File: config.mk
export PLATFORM = sky130hd
export DESIGN_NAME = x_bus_ctrl_flat
export DESIGN_NICKNAME = d
export VERILOG_FILES = /design/src/pe_set_cfg_pkg.sv /design/src/pe_set_cmd_pkg.sv /design/src/x_bus_if.sv /design/src/x_bus_ctrl.sv /design/src/flat_wrapper.sv
export SDC_FILE = /design/constraint.sdc
export NUM_CORES = 1
export LEC_CHECK = 0
export BUFFER_PORTS_ARGS = -buffer_cell sky130_fd_sc_hd__buf_2
export CORE_UTILIZATION = 29
export CTS_BUF_LIST = sky130_fd_sc_hd__clkbuf_4 sky130_fd_sc_hd__clkbuf_8
export DETAILED_ROUTE_END_ITERATION = 16
export GPL_ROUTABILITY_DRIVEN = 0
export PLACE_DENSITY = 0.65
export SKIP_LAST_GASP = 1
export SLEW_MARGIN = 20
export SYNTH_ARGS = -nofsm -noshare
export SYNTH_HDL_FRONTEND = slang
export SYNTH_SLANG_ARGS = --single-unit
File: constraint.sdc
create_clock -name clk -period 2 [get_ports clk]
set_input_delay 0 -clock clk [delete_from_list [all_inputs] [get_ports clk]]
set_output_delay 0 -clock clk [all_outputs]
set_load 0.05 [all_outputs]
File: src/pe_set_cfg_pkg.sv
`default_nettype none

package pe_set_cfg_pkg;

    // Array size
    localparam int NUM_COL    = 8;
    localparam int KERNEL_MAX = 8;

    // Datapath widths, weights and ifmap data are signed
    localparam int DATA_WIDTH = 16;
    localparam int ACC_WIDTH  = 40;

    // Column index and group tag, top tag bit marks an unused column
    localparam int COL_WIDTH  = $clog2(NUM_COL);
    localparam int TAG_WIDTH  = $clog2(NUM_COL) + 1;

    // Kernel size runs 1..KERNEL_MAX
    localparam int KSIZE_WIDTH = $clog2(KERNEL_MAX + 1);
    localparam int PTR_WIDTH   = $clog2(KERNEL_MAX);

    // Running group end in the tag sweep, can pass NUM_COL
    localparam int SPAN_WIDTH  = $clog2(NUM_COL + KERNEL_MAX + 1);

endpackage

`default_nettype wire

File: src/pe_set_cmd_pkg.sv
`default_nettype none

package pe_set_cmd_pkg;

    // Host command opcodes, also carried on the X bus
    typedef enum logic [1:0] {
        OP_NOP          = 2'd0,
        OP_LOAD_WEIGHT  = 2'd1,
        OP_STREAM_IFMAP = 2'd2
    } bus_op_e;

    // Tag allocator sweep
    typedef enum logic {
        ALLOC_IDLE  = 1'b0,
        ALLOC_SWEEP = 1'b1
    } alloc_state_e;

    // Weight flush sweep in the bus controller
    typedef enum logic {
        FLUSH_IDLE  = 1'b0,
        FLUSH_SWEEP = 1'b1
    } flush_state_e;

endpackage

`default_nettype wire

File: src/x_bus_if.sv
`timescale 1ns/10ps
`default_nettype none

interface x_bus_if
    import pe_set_cfg_pkg::*, pe_set_cmd_pkg::*;
();

    // Command broadcast, bus_valid strobes for one cycle
    logic                          bus_valid;
    bus_op_e                       bus_op;
    logic        [TAG_WIDTH-1:0]   bus_tag;
    logic signed [DATA_WIDTH-1:0]  bus_data;

    // Kernel size latched at the last tag flush
    logic        [KSIZE_WIDTH-1:0] k_size;

    // Weight flush, one slot per cycle
    logic                          wclr;
    logic        [PTR_WIDTH-1:0]   wclr_idx;

    modport ctrl (
        output bus_valid, bus_op, bus_tag, bus_data,
        output k_size,
        output wclr, wclr_idx
    );

    modport pe (
        input bus_valid, bus_op, bus_tag, bus_data,
        input k_size,
        input wclr, wclr_idx
    );

endinterface

`default_nettype wire
File: src/x_bus_ctrl.sv
`timescale 1ns/10ps
`default_nettype none

module x_bus_ctrl
    import pe_set_cfg_pkg::*, pe_set_cmd_pkg::*;
(
    input  wire logic                          clk,
    input  wire logic                          rst_n,
    input  wire logic                          cmd_valid,
    input  wire bus_op_e                       cmd_op,
    input  wire logic        [TAG_WIDTH-1:0]   cmd_tag,
    input  wire logic signed [DATA_WIDTH-1:0]  cmd_data,
    input  wire logic        [KSIZE_WIDTH-1:0] kernel_size,
    input  wire logic                          flush_tag,
    input  wire logic                          flush_kernel,
    output logic                               kernel_busy,
    input  wire logic                          busy_in,
    x_bus_if.ctrl                              bus
);

    flush_state_e flush_state;
    logic         accept;

    ////////////////////////////////////////////////////////////////////////////
    // Command decode
    ////////////////////////////////////////////////////////////////////////////

    // Drop anything that collides with a sweep or a flush request
    assign accept = cmd_valid && !busy_in && !kernel_busy &&
                    !flush_kernel && !flush_tag;

    always_ff @(posedge clk) begin
        if (!rst_n) begin
            bus.bus_valid <= 1'b0;
        end else begin
            bus.bus_valid <= accept;
        end
    end

    always_ff @(posedge clk) begin
        bus.bus_op <= accept ? cmd_op : OP_NOP;
        if (accept) begin
            bus.bus_tag  <= cmd_tag;
            bus.bus_data <= cmd_data;
        end
    end

    // Kernel size follows the tag sweep that starts on the same edge
    always_ff @(posedge clk) begin
        if (!rst_n) begin
            bus.k_size <= '0;
        end else if (flush_tag && !busy_in) begin
            bus.k_size <= kernel_size;
        end
    end

    ////////////////////////////////////////////////////////////////////////////
    // Weight flush sweep
    ////////////////////////////////////////////////////////////////////////////

    always_ff @(posedge clk) begin
        if (!rst_n) begin
            flush_state  <= FLUSH_IDLE;
            bus.wclr_idx <= '0;
        end else begin
            case (flush_state)
                FLUSH_IDLE: begin
                    if (flush_kernel) begin
                        flush_state  <= FLUSH_SWEEP;
                        bus.wclr_idx <= '0;
                    end
                end
                FLUSH_SWEEP: begin
                    if (bus.wclr_idx == PTR_WIDTH'(KERNEL_MAX - 1)) begin
                        flush_state <= FLUSH_IDLE;
                    end else begin
                        bus.wclr_idx <= bus.wclr_idx + 1'b1;
                    end
                end
                default: flush_state <= FLUSH_IDLE;
            endcase
        end
    end

    // One slot per cycle, so busy for KERNEL_MAX cycles
    assign kernel_busy = (flush_state == FLUSH_SWEEP);
    assign bus.wclr    = kernel_busy;

endmodule

`default_nettype wire

File: src/flat_wrapper.sv
// flat-port wrapper written by rule: the top's interface ports become plain ports
module x_bus_ctrl_flat import pe_set_cfg_pkg::*, pe_set_cmd_pkg::*;
  (clk, rst_n, cmd_valid, cmd_op, cmd_tag, cmd_data, kernel_size, flush_tag, flush_kernel, kernel_busy, busy_in, bus_bus_valid, bus_bus_op, bus_bus_tag, bus_bus_data, bus_k_size, bus_wclr, bus_wclr_idx);
  x_bus_if bus_i ();
  input  wire logic clk;
  input  wire logic rst_n;
  input  wire logic cmd_valid;
  input  wire bus_op_e cmd_op;
  input  wire logic        [TAG_WIDTH-1:0] cmd_tag;
  input  wire logic signed [DATA_WIDTH-1:0] cmd_data;
  input  wire logic        [KSIZE_WIDTH-1:0] kernel_size;
  input  wire logic flush_tag;
  input  wire logic flush_kernel;
  output logic kernel_busy;
  input  wire logic busy_in;
  output wire logic [$bits(bus_i.bus_valid)-1:0] bus_bus_valid;
  output wire logic [$bits(bus_i.bus_op)-1:0] bus_bus_op;
  output wire logic [$bits(bus_i.bus_tag)-1:0] bus_bus_tag;
  output wire logic [$bits(bus_i.bus_data)-1:0] bus_bus_data;
  output wire logic [$bits(bus_i.k_size)-1:0] bus_k_size;
  output wire logic [$bits(bus_i.wclr)-1:0] bus_wclr;
  output wire logic [$bits(bus_i.wclr_idx)-1:0] bus_wclr_idx;
  assign bus_bus_valid = bus_i.bus_valid;
  assign bus_bus_op = bus_i.bus_op;
  assign bus_bus_tag = bus_i.bus_tag;
  assign bus_bus_data = bus_i.bus_data;
  assign bus_k_size = bus_i.k_size;
  assign bus_wclr = bus_i.wclr;
  assign bus_wclr_idx = bus_i.wclr_idx;
  x_bus_ctrl u_core (.clk(clk), .rst_n(rst_n), .cmd_valid(cmd_valid), .cmd_op(cmd_op), .cmd_tag(cmd_tag), .cmd_data(cmd_data), .kernel_size(kernel_size), .flush_tag(flush_tag), .flush_kernel(flush_kernel), .kernel_busy(kernel_busy), .busy_in(busy_in), .bus(bus_i));
endmodule
* Word level (Yosys, flattened, before mapping) *
Index checks and enable logic that the tools add are counted.
Widths: inputs -> output; s select.

word-level totals
  output and inout bits = 32
  input port bits = 32
  register bits after elaboration = 31

cells by class
  eq/ne operators = 3
  multiplexer cells = 6
  bitwise gates (word level) = 1
  reduce and logical (&&, ||, !) cells = 10
  add/sub/neg operators = 1

operators with widths
  kind                 number
  $mux 3               2
  $pmux 3 s2           1
  $logic_and 1x1->1    5
  $logic_not 1->1      4
  $ne 2x2->1 const B   2
  $add 3x1->3 const B  1
  $eq 3x3->1 const B   1
  $mux 1               2
  $pmux 1 s2           1
  $reduce_and 2->1     1
  $not 1->1            1

* Depth between registers and ports, before layout *
Gate-level depths: netlist of the first run.

  depth in word-level cells = 5
  gate-level depth with buffers = 5
  gate-level depth less buffers = 5

* Worst setup path before layout of the first run *
Ideal clock, no wire load.

  path kind = register -> register
  start = register u_core.flush_state, in the netlist u_core.bus.wclr
  end = register u_core.bus.bus_data[0] (enable)
  data arrival time = 1.489 ns
  library setup time = 0.391 ns
  buffers on the path = 0
  setup slack = 0.121 ns
  clock period less this slack = 1.879 ns
  cell stages (with the launch flop) = 3
  cell sequence = dfxtp_1 > nand2b_1 > nor4_4

between the ends
  cells in the longest elaborated chain, start to end = 4

RTL lines
  element                         RTL line          text
  start, declared                 x_bus_ctrl.sv:21  flush_state_e flush_state;
  start signal, assigned          x_bus_ctrl.sv:63  flush_state <= FLUSH_IDLE;
  start signal, assigned          x_bus_ctrl.sv:69  flush_state <= FLUSH_SWEEP;
  start signal, assigned          x_bus_ctrl.sv:75  flush_state <= FLUSH_IDLE;
  $logic_not 1->1                 x_bus_ctrl.sv:29  assign accept = cmd_valid && !busy_in && !kernel_busy &&
  $logic_and 1x1->1 (2 in a row)  x_bus_ctrl.sv:29
  $logic_and 1x1->1               x_bus_ctrl.sv:30  !flush_kernel && !flush_tag;
  named net u_core.accept         x_bus_ctrl.sv:22  logic accept;
  end signal, assigned            x_bus_ctrl.sv:44  bus.bus_data <= cmd_data;
  end, declared                   x_bus_if.sv:22    output bus_valid, bus_op, bus_tag, bus_data,

The timed path passes the listed nets, and every way through them passes these cells.
A chain may end at the register's enable or synchronous reset.

* Worst setup path in the final report of the first run *
  start = register u_core.flush_state, in the netlist u_core.bus.wclr
  end = register u_core.bus.bus_data[13] (enable)

Same word-level chain as after synthesis.

==> results of run 1 <==
==> per-stage QoR <==
stage	utilization	instance area [sq um]
floorplan	-	1060
global placement	0.415	1420
detailed placement	0.415	1420
CTS	0.506	1730
global route	0.506	1730
finish	0.506	1730
==> cell usage in the layout, fill, tap and decap left out, types with 3 or more instances in the layout <==
master         instances
nor2b_1                5
clkbuf_4               6
mux2i_1                4
nand2_1                3
edfxtp_1              20
o21ai_0                3
dlygate4sd3_1         26
and2_1                 4
dfxtp_1               11
buf_2                 63
==> what timing repair did <==
action	in CTS	in global routing
hold buffers	26	0
hold endpoints to repair	26	0
buffers inserted	0	0
==> metal layers <==
| metal | GRT usage | up-vias | part of all wire |
|---|---|---|---|
| met2 | 0.224 | 48 | 0.48 |
| li1 | - | 410 | - |
| met1 | 0.154 | 372 | 0.42 |
| met5 | 0 | - | 0 |
| met3 | 0.0602 | 2 | 0.092 |
| met4 | 0.0610 | 0 | 0.0049 |
==> power groups by stage <==
stage	clock network, mW	registers [mW]	logic (mW)
after floorplan	0	0.765	0.0346
after global placement	0	0.716	0.130
after detailed placement	0	0.716	0.133
after CTS	0.349	0.702	0.172
after global routing	0.380	0.704	0.184
final	0.334	0.702	0.172
==> Yosys cell counts <==
cell / number
nand2b_1: 1
nor4_4: 1
nand2_1: 3
buf_4: 1
a21oi_1: 1
and2_1: 4
o21ai_0: 3
dfxtp_1: 11
nand3b_1: 1
nand3_1: 2
ha_1: 2
nor2_1: 1
nor2b_4: 1
mux2i_1: 4
buf_2: 1
buf_6: 1
edfxtp_1: 20
nor2b_1: 5
==> logic make-up after synthesis <==
kind of cell	count (synthesis)
flip-flops	31
AND/OR/NAND/NOR	19
AO/OA/AOI/OAI	4
multiplexers	4
buffers and inverters	3
adder cells (fa/ha/maj)	2
==> flip-flops by register name, summed over array words and instances (netlist names) <==
signal                cells
u_core.bus.bus_tag        4
u_core.bus.wclr           1
u_core.bus.bus_op         2
u_core.bus.bus_data      16
u_core.bus.k_size         4
u_core.bus.wclr_idx       3
u_core.bus.bus_valid      1
==> tightest hold or removal path, cell delays in order <==
cell     delay, ps
buf_2          170
nand2_1         80
o21ai_0         60
==> how the worst max path moves through the flow <==
stage | slack, ps | from | end | cells past startpoint
CTS | 690 | u_core.bus.wclr | u_core.bus.bus_data[6] | 3
detailed placement | 710 | u_core.bus.wclr | u_core.bus.bus_data[13] | 3
global route | 610 | u_core.bus.wclr | u_core.bus.bus_data[2] | 3
floorplan | 120 | u_core.bus.wclr | u_core.bus.bus_data[0] | 2
finish | 720 | u_core.bus.wclr | u_core.bus.bus_data[13] | 3
global placement | 750 | u_core.bus.wclr | u_core.bus.bus_data[13] | 3
==> area by class of cell <==
cell class,instances,area [sq um]
tap,46,57.6
multi-input combinational,29,215
clock inverter,2,7.51
clock buffer,6,45.0
fill,305,1690
timing repair buffer,90,583
sequential,31,821
==> metrics.md, run 1 <==
| Metric | Value |
|---|---|
| R2R Path Start | `u_core.bus.wclr` |
| Setup TNS | `0 ps` |
| Crit share post-route | `0.641` |
| Switching Fraction | `0.241` |
| Max-cap violations | `0` |
| Vias in the first global route | `811` |
| PortBufs | `63` |
| CP arrival | `1280 ps` |
| Critical path's slowest cell | `dfxtp_1` |
| Via-to-Cell Ratio | `between 4 and 5` |
| Die W | `roughly 62 microns` |
| Non-filler instance count after layout | `~200` |
| GRT Total Usage | `0.137` |
| Dpl cells | `170` |
| DR vias | `832` |
| Synth area leaders | `edfxtp_1 57%, dfxtp_1 21%, mux2i_1 3.8%` |
| Sequential Power Share | `0.581` |
| Post-synth top area share | `0.567` |
| Largest stage delay, worst path | `about 350 ps` |
| DRC | `0` |
| Unrepaired setup endpoints after global routing | `false` |
| N_diodes | `0` |
| Final min period | `~1300 ps` |
| Max rail drop VDD | `0.243 mV` |
| DRT Pass-1 Iters | `4` |
| Startpoint Class | `flip-flop` |
| Worst hold margin | `between 30 and 40 ps` |
| WHS Endpoint | `u_core.bus.wclr_idx[1]` |
| Post-Syn Nets | `97` |
| Setup WS post-layout | `just over 700 ps` |
| Seq cells post-synth | `31` |
| IO Count | `64` |
| Detail Route Antenna Nets | `0` |
| Core ar. | `around 3400 sq um` |
| CTS clk-pin slew, worst paths | `about 90 ps` |
| Pre-CTS setup slack | `713 ps` |
| CP Cell Sequence | `nand2b_1, nor4_4, buf_4` |
| Mux contribution to synthesized area | `0.0378` |
| Worst path buffer plus inverter count | `1` |
| Die area | `between 3000 and 4000 sq um` |
| Total global routing overflow | `0` |
| Clock network fraction of total power | `0.276` |
| DRT iter0 DRCs | `18` |
| Pin count of the biggest net entering global routing | `24` |
| First-pass GRT wire length | `4.02 mm` |
| Synth cell types | `18` |
| Root Buffer | `clkbuf_4` |
| Synth Area in XOR/XNOR | `0` |
| Setup CP Type | `flip-flop to flip-flop` |
| Required time of the critical path | `approximately 2000 ps` |
| Die Ht | `roughly 62 microns` |
| Yosys top cell by area | `edfxtp_1` |
| CP max FO | `23` |
| Max Transition Viols Final | `0` |
| Hold path start | `rst_n` |
| Achievable Freq | `0.780 GHz` |
| Yosys warns | `0` |
| Layout cells sized above 1 | `0.456` |
| Worst hold path cell count | `3` |
| Sw power | `0.292 mW` |
| R2r endpoint | `u_core.bus.bus_data[13]` |
| DPL Wire Length | `1.58 mm` |
| Hold Path Class | `primary input to flip-flop` |
| Htree depth | `2` |
| Status | `completed` |
| Pwr Total | `1.21 mW` |
| Clk_lat worst skew | `310 ps` |
| Clock sinks | `31` |
| Reg2Reg Depth | `3` |
| CTS tree | `done` |
| Initial antenna violation count | `0` |
| Top delay family on crit path | `flip-flops` |
| Adder-cell share of the synthesized area | `0.0236` |
| Routed WL per cell | `approximately 12 microns` |
| Leakage | `between 0.7 and 0.8 nW` |
| Clock skew | `approximately 2.7 ps` |
| Rows | `21` |
| PwrDens | `between 600 and 700 nW/um^2` |
| Post-CTS Resized | `0` |
| Clk buf depth | `2` |
| Starting Density | `0.310` |
| Synthesized-area fraction occupied by and/or/nand/nor cells | `0.123` |
| Compound-Gate Fraction of Synth Area | `0.0189` |
| Final Hold Violating Endpoints | `0` |
| Crit end category | `flip-flop` |
| Synthesized area | `between 1000 and 1500 sq um` |
| Mean Syn Cell Area | `~17 sq um` |
| Final Setup Violations | `0` |
| Synthesis-to-layout area growth | `63.2%` |
| R2r setup slk | `roughly 720 ps` |
| CTS buffer count | `5` |
| Max_slew headroom | `0.825` |
| Post-layout nets | `around 190` |
| Pint | `between 0.9 and 1 mW` |
| Logic pwr share | `0.142` |
| Largest family of logic cells by synthesized area | `simple AND/OR/NAND/NOR gates` |
| Worst Max-Slew Pin Slew | `262 ps` |
| DRT Wirelength | `about 2.5 mm` |
| Post-synthesis sequential area ratio | `0.774` |
| Synthesized instance count | `63` |
No activity file was read; power rests on OpenSTA's default activity.
==> run 2, diff against run 1 <==
- clock period: 2 -> 1.3 ns (I/O delays scaled with it)
==> run 2 against run 1 <==
Effect of this change:
- register-to-register slack got worse by 650 ps
- maximum frequency grew 4.2%
- wire length grew 1.2%
- core utilization grew 1.1 points
- die area unchanged
- hold slack got worse by 5.5 ps
- worst setup slack got worse by 650 ps
- largest cell class unchanged
- final area up 2.1%
- via count rose by 2.3%
==> metrics.md, run 2 (synthesized netlist as in run 1, its figures left out) <==
| Metric | Value |
|---|---|
| Required time of the critical path | `around 1300 ps` |
| CTS clk-pin slew, worst paths | `80 ps` |
| Most frequent cells in the layout | `63 x buf_2, 26 x dlygate4sd3_1, 20 x edfxtp_1` |
| Max Transition Viols Final | `0` |
| Pin count of the biggest net entering global routing | `13` |
| Die Ht | `62.5 microns` |
| GRT Total Usage | `0.144` |
| Htree depth | `2` |
| PwrDens | `between 1000 and 1500 nW/um^2` |
| Max rail drop VDD | `0.353 mV` |
| Crit end category | `flip-flop` |
| Reg with most FFs | `u_core.bus.bus_data` |
| Root Buffer | `clkbuf_4` |
| Post-layout nets | `a little under 200` |
| Sw power | `0.461 mW` |
| Crit share post-route | `0.947` |
| Final Setup Violations | `0` |
| Synthesis-to-layout area growth | `66.6%` |
| Via-to-Cell Ratio | `roughly 4.1` |
| Status | `completed` |
| Worst Max-Slew Pin Slew | `roughly 260 ps` |
| Initial antenna violation count | `0` |
| Final Util | `0.517` |
| DR vias | `~850` |
| DRT Pass-1 Iters | `4` |
| Postcts setup bufs | `0` |
| Fill count | `around 300` |
| Achievable Freq | `roughly 0.81 GHz` |
| Final Hold Violating Endpoints | `0` |
| Clk_lat worst skew | `approximately 330 ps` |
| Final min period | `1230 ps` |
| Core ar. | `3420 sq um` |
| Leakage | `between 0.7 and 0.8 nW` |
| Clock skew | `approximately 4.7 ps` |
| DPL Wire Length | `approximately 1.6 mm` |
| CTS tree | `done` |
| Switching Fraction | `0.245` |
| Setup CP Type | `flip-flop to flip-flop` |
| Total global routing overflow | `0` |
| DRT iter0 DRCs | `between 50 and 60` |
| Routed WL per cell | `approximately 12 microns` |
| Leading cell type in the layout, fill and taps excluded | `buf_2` |
| Starting Density | `0.310` |
| Detail Route Antenna Nets | `0` |
| Logic pwr share | `0.147` |
| Setup WS post-layout | `69.1 ps` |
| Layout cells sized above 1 | `0.506` |
| DRT Wirelength | `2.48 mm` |
| Post-layout instance area | `1770 sq um` |
| Clock network fraction of total power | `0.280` |
| CP arrival | `around 1300 ps` |
| CP max FO | `12` |
| Pre-CTS setup slack | `roughly 72 ps` |
| Max_slew headroom | `0.825` |
| Pint | `1.42 mW` |
| Vias in the first global route | `between 800 and 900` |
| Die area | `3900 sq um` |
| Largest registers | `u_core.bus.bus_data x16, u_core.bus.bus_tag x4, u_core.bus.k_size x4` |
| Post-DP Area | `about 1400 sq um` |
| Unrepaired setup endpoints after global routing | `false` |
| Sequential Power Share | `0.574` |
| Hold Path Class | `primary input to flip-flop` |
| CTS buffer count | `5` |
| Clk buf depth | `2` |
| IO Count | `64` |
| Die W | `around 62 microns` |
| Max-cap violations | `0` |
| Max FFs per register | `16` |
| PortBufs | `63` |
| Clock sinks | `31` |
| Startpoint Class | `flip-flop` |
| N_diodes | `0` |
| DRC | `0` |
| Rows | `21` |
| First-pass GRT wire length | `just over 4 mm` |
[run 2: cell types whose count changed in the layout (fill, tap and decap cells not counted), sizes merged]
cell | previous run | this run
buf | 64 | 66
[run 2: cell type report]
type / instances / area, sq um / share of cell area
clock buffer: 6 / 45.0 / 0.0255
clock inverter: 2 / 8.76 / 0.00496
multi-input combinational: 29 / 229 / 0.130
sequential: 31 / 827 / 0.468
tap: 46 / 57.6 / 0.0326
timing repair buffer: 92 / 598 / 0.339
[run 2: power groups by stage]
stage | sequential, mW | clock, mW | combinational [mW]
CTS | 1.08 | 0.551 | 0.275
detailed placement | 1.10 | 0 | 0.214
finish | 1.08 | 0.525 | 0.276
global route | 1.08 | 0.597 | 0.295
floorplan | 1.18 | 0 | 0.0556
global placement | 1.10 | 0 | 0.210
[run 2: stage by stage]
step	hold WS [ps]	setup TNS, ps	total power, mW	cells
2_1_floorplan	98.9	-9950	1.23	63
3_3_place_gp	178	0	1.31	172
3_5_place_dp	178	0	1.31	172
4_1_cts	14.5	0	1.90	206
5_1_grt	32.6	0	1.97	206
6_report	29.4	0	1.88	206
[run 2: path summary, 6_finish.rpt]
kind | start | endpoint | slack (ps) | cells past startpoint
worst max register to register | u_core.bus.wclr | u_core.bus.bus_data[0] | 70 | 3
worst max-delay path | u_core.bus.wclr | u_core.bus.bus_data[0] | 70 | 3
worst min-delay path | rst_n | u_core.bus.k_size[0] | 30 | 2
worst min register to register | u_core.bus.wclr_idx[1] | u_core.bus.wclr_idx[1] | 490 | 2
[run 2: timing repair]
| item | CTS | global route |
|---|---|---|
| endpoints found under the hold margin | 26 | 0 |
| resized for setup | 0 | 2 |
| hold buffers | 26 | 0 |
| endpoints found under the setup margin | 0 | 3 |
[run 2: routing by layer]
layer,share of wire,wire [microns],GRT usage,up-vias
met5,0,0,0,-
met4,0.022,54,0.0698,0
met3,0.10,252,0.0675,7
met2,0.49,1200,0.245,48
met1,0.39,970,0.148,382
li1,-,-,-,414
[run 2: critical path, stage by stage (launching register included)]
cell and delay [ps]:
dfxtp_4 350, nand2b_4 140, nor4_4 220, buf_4 240
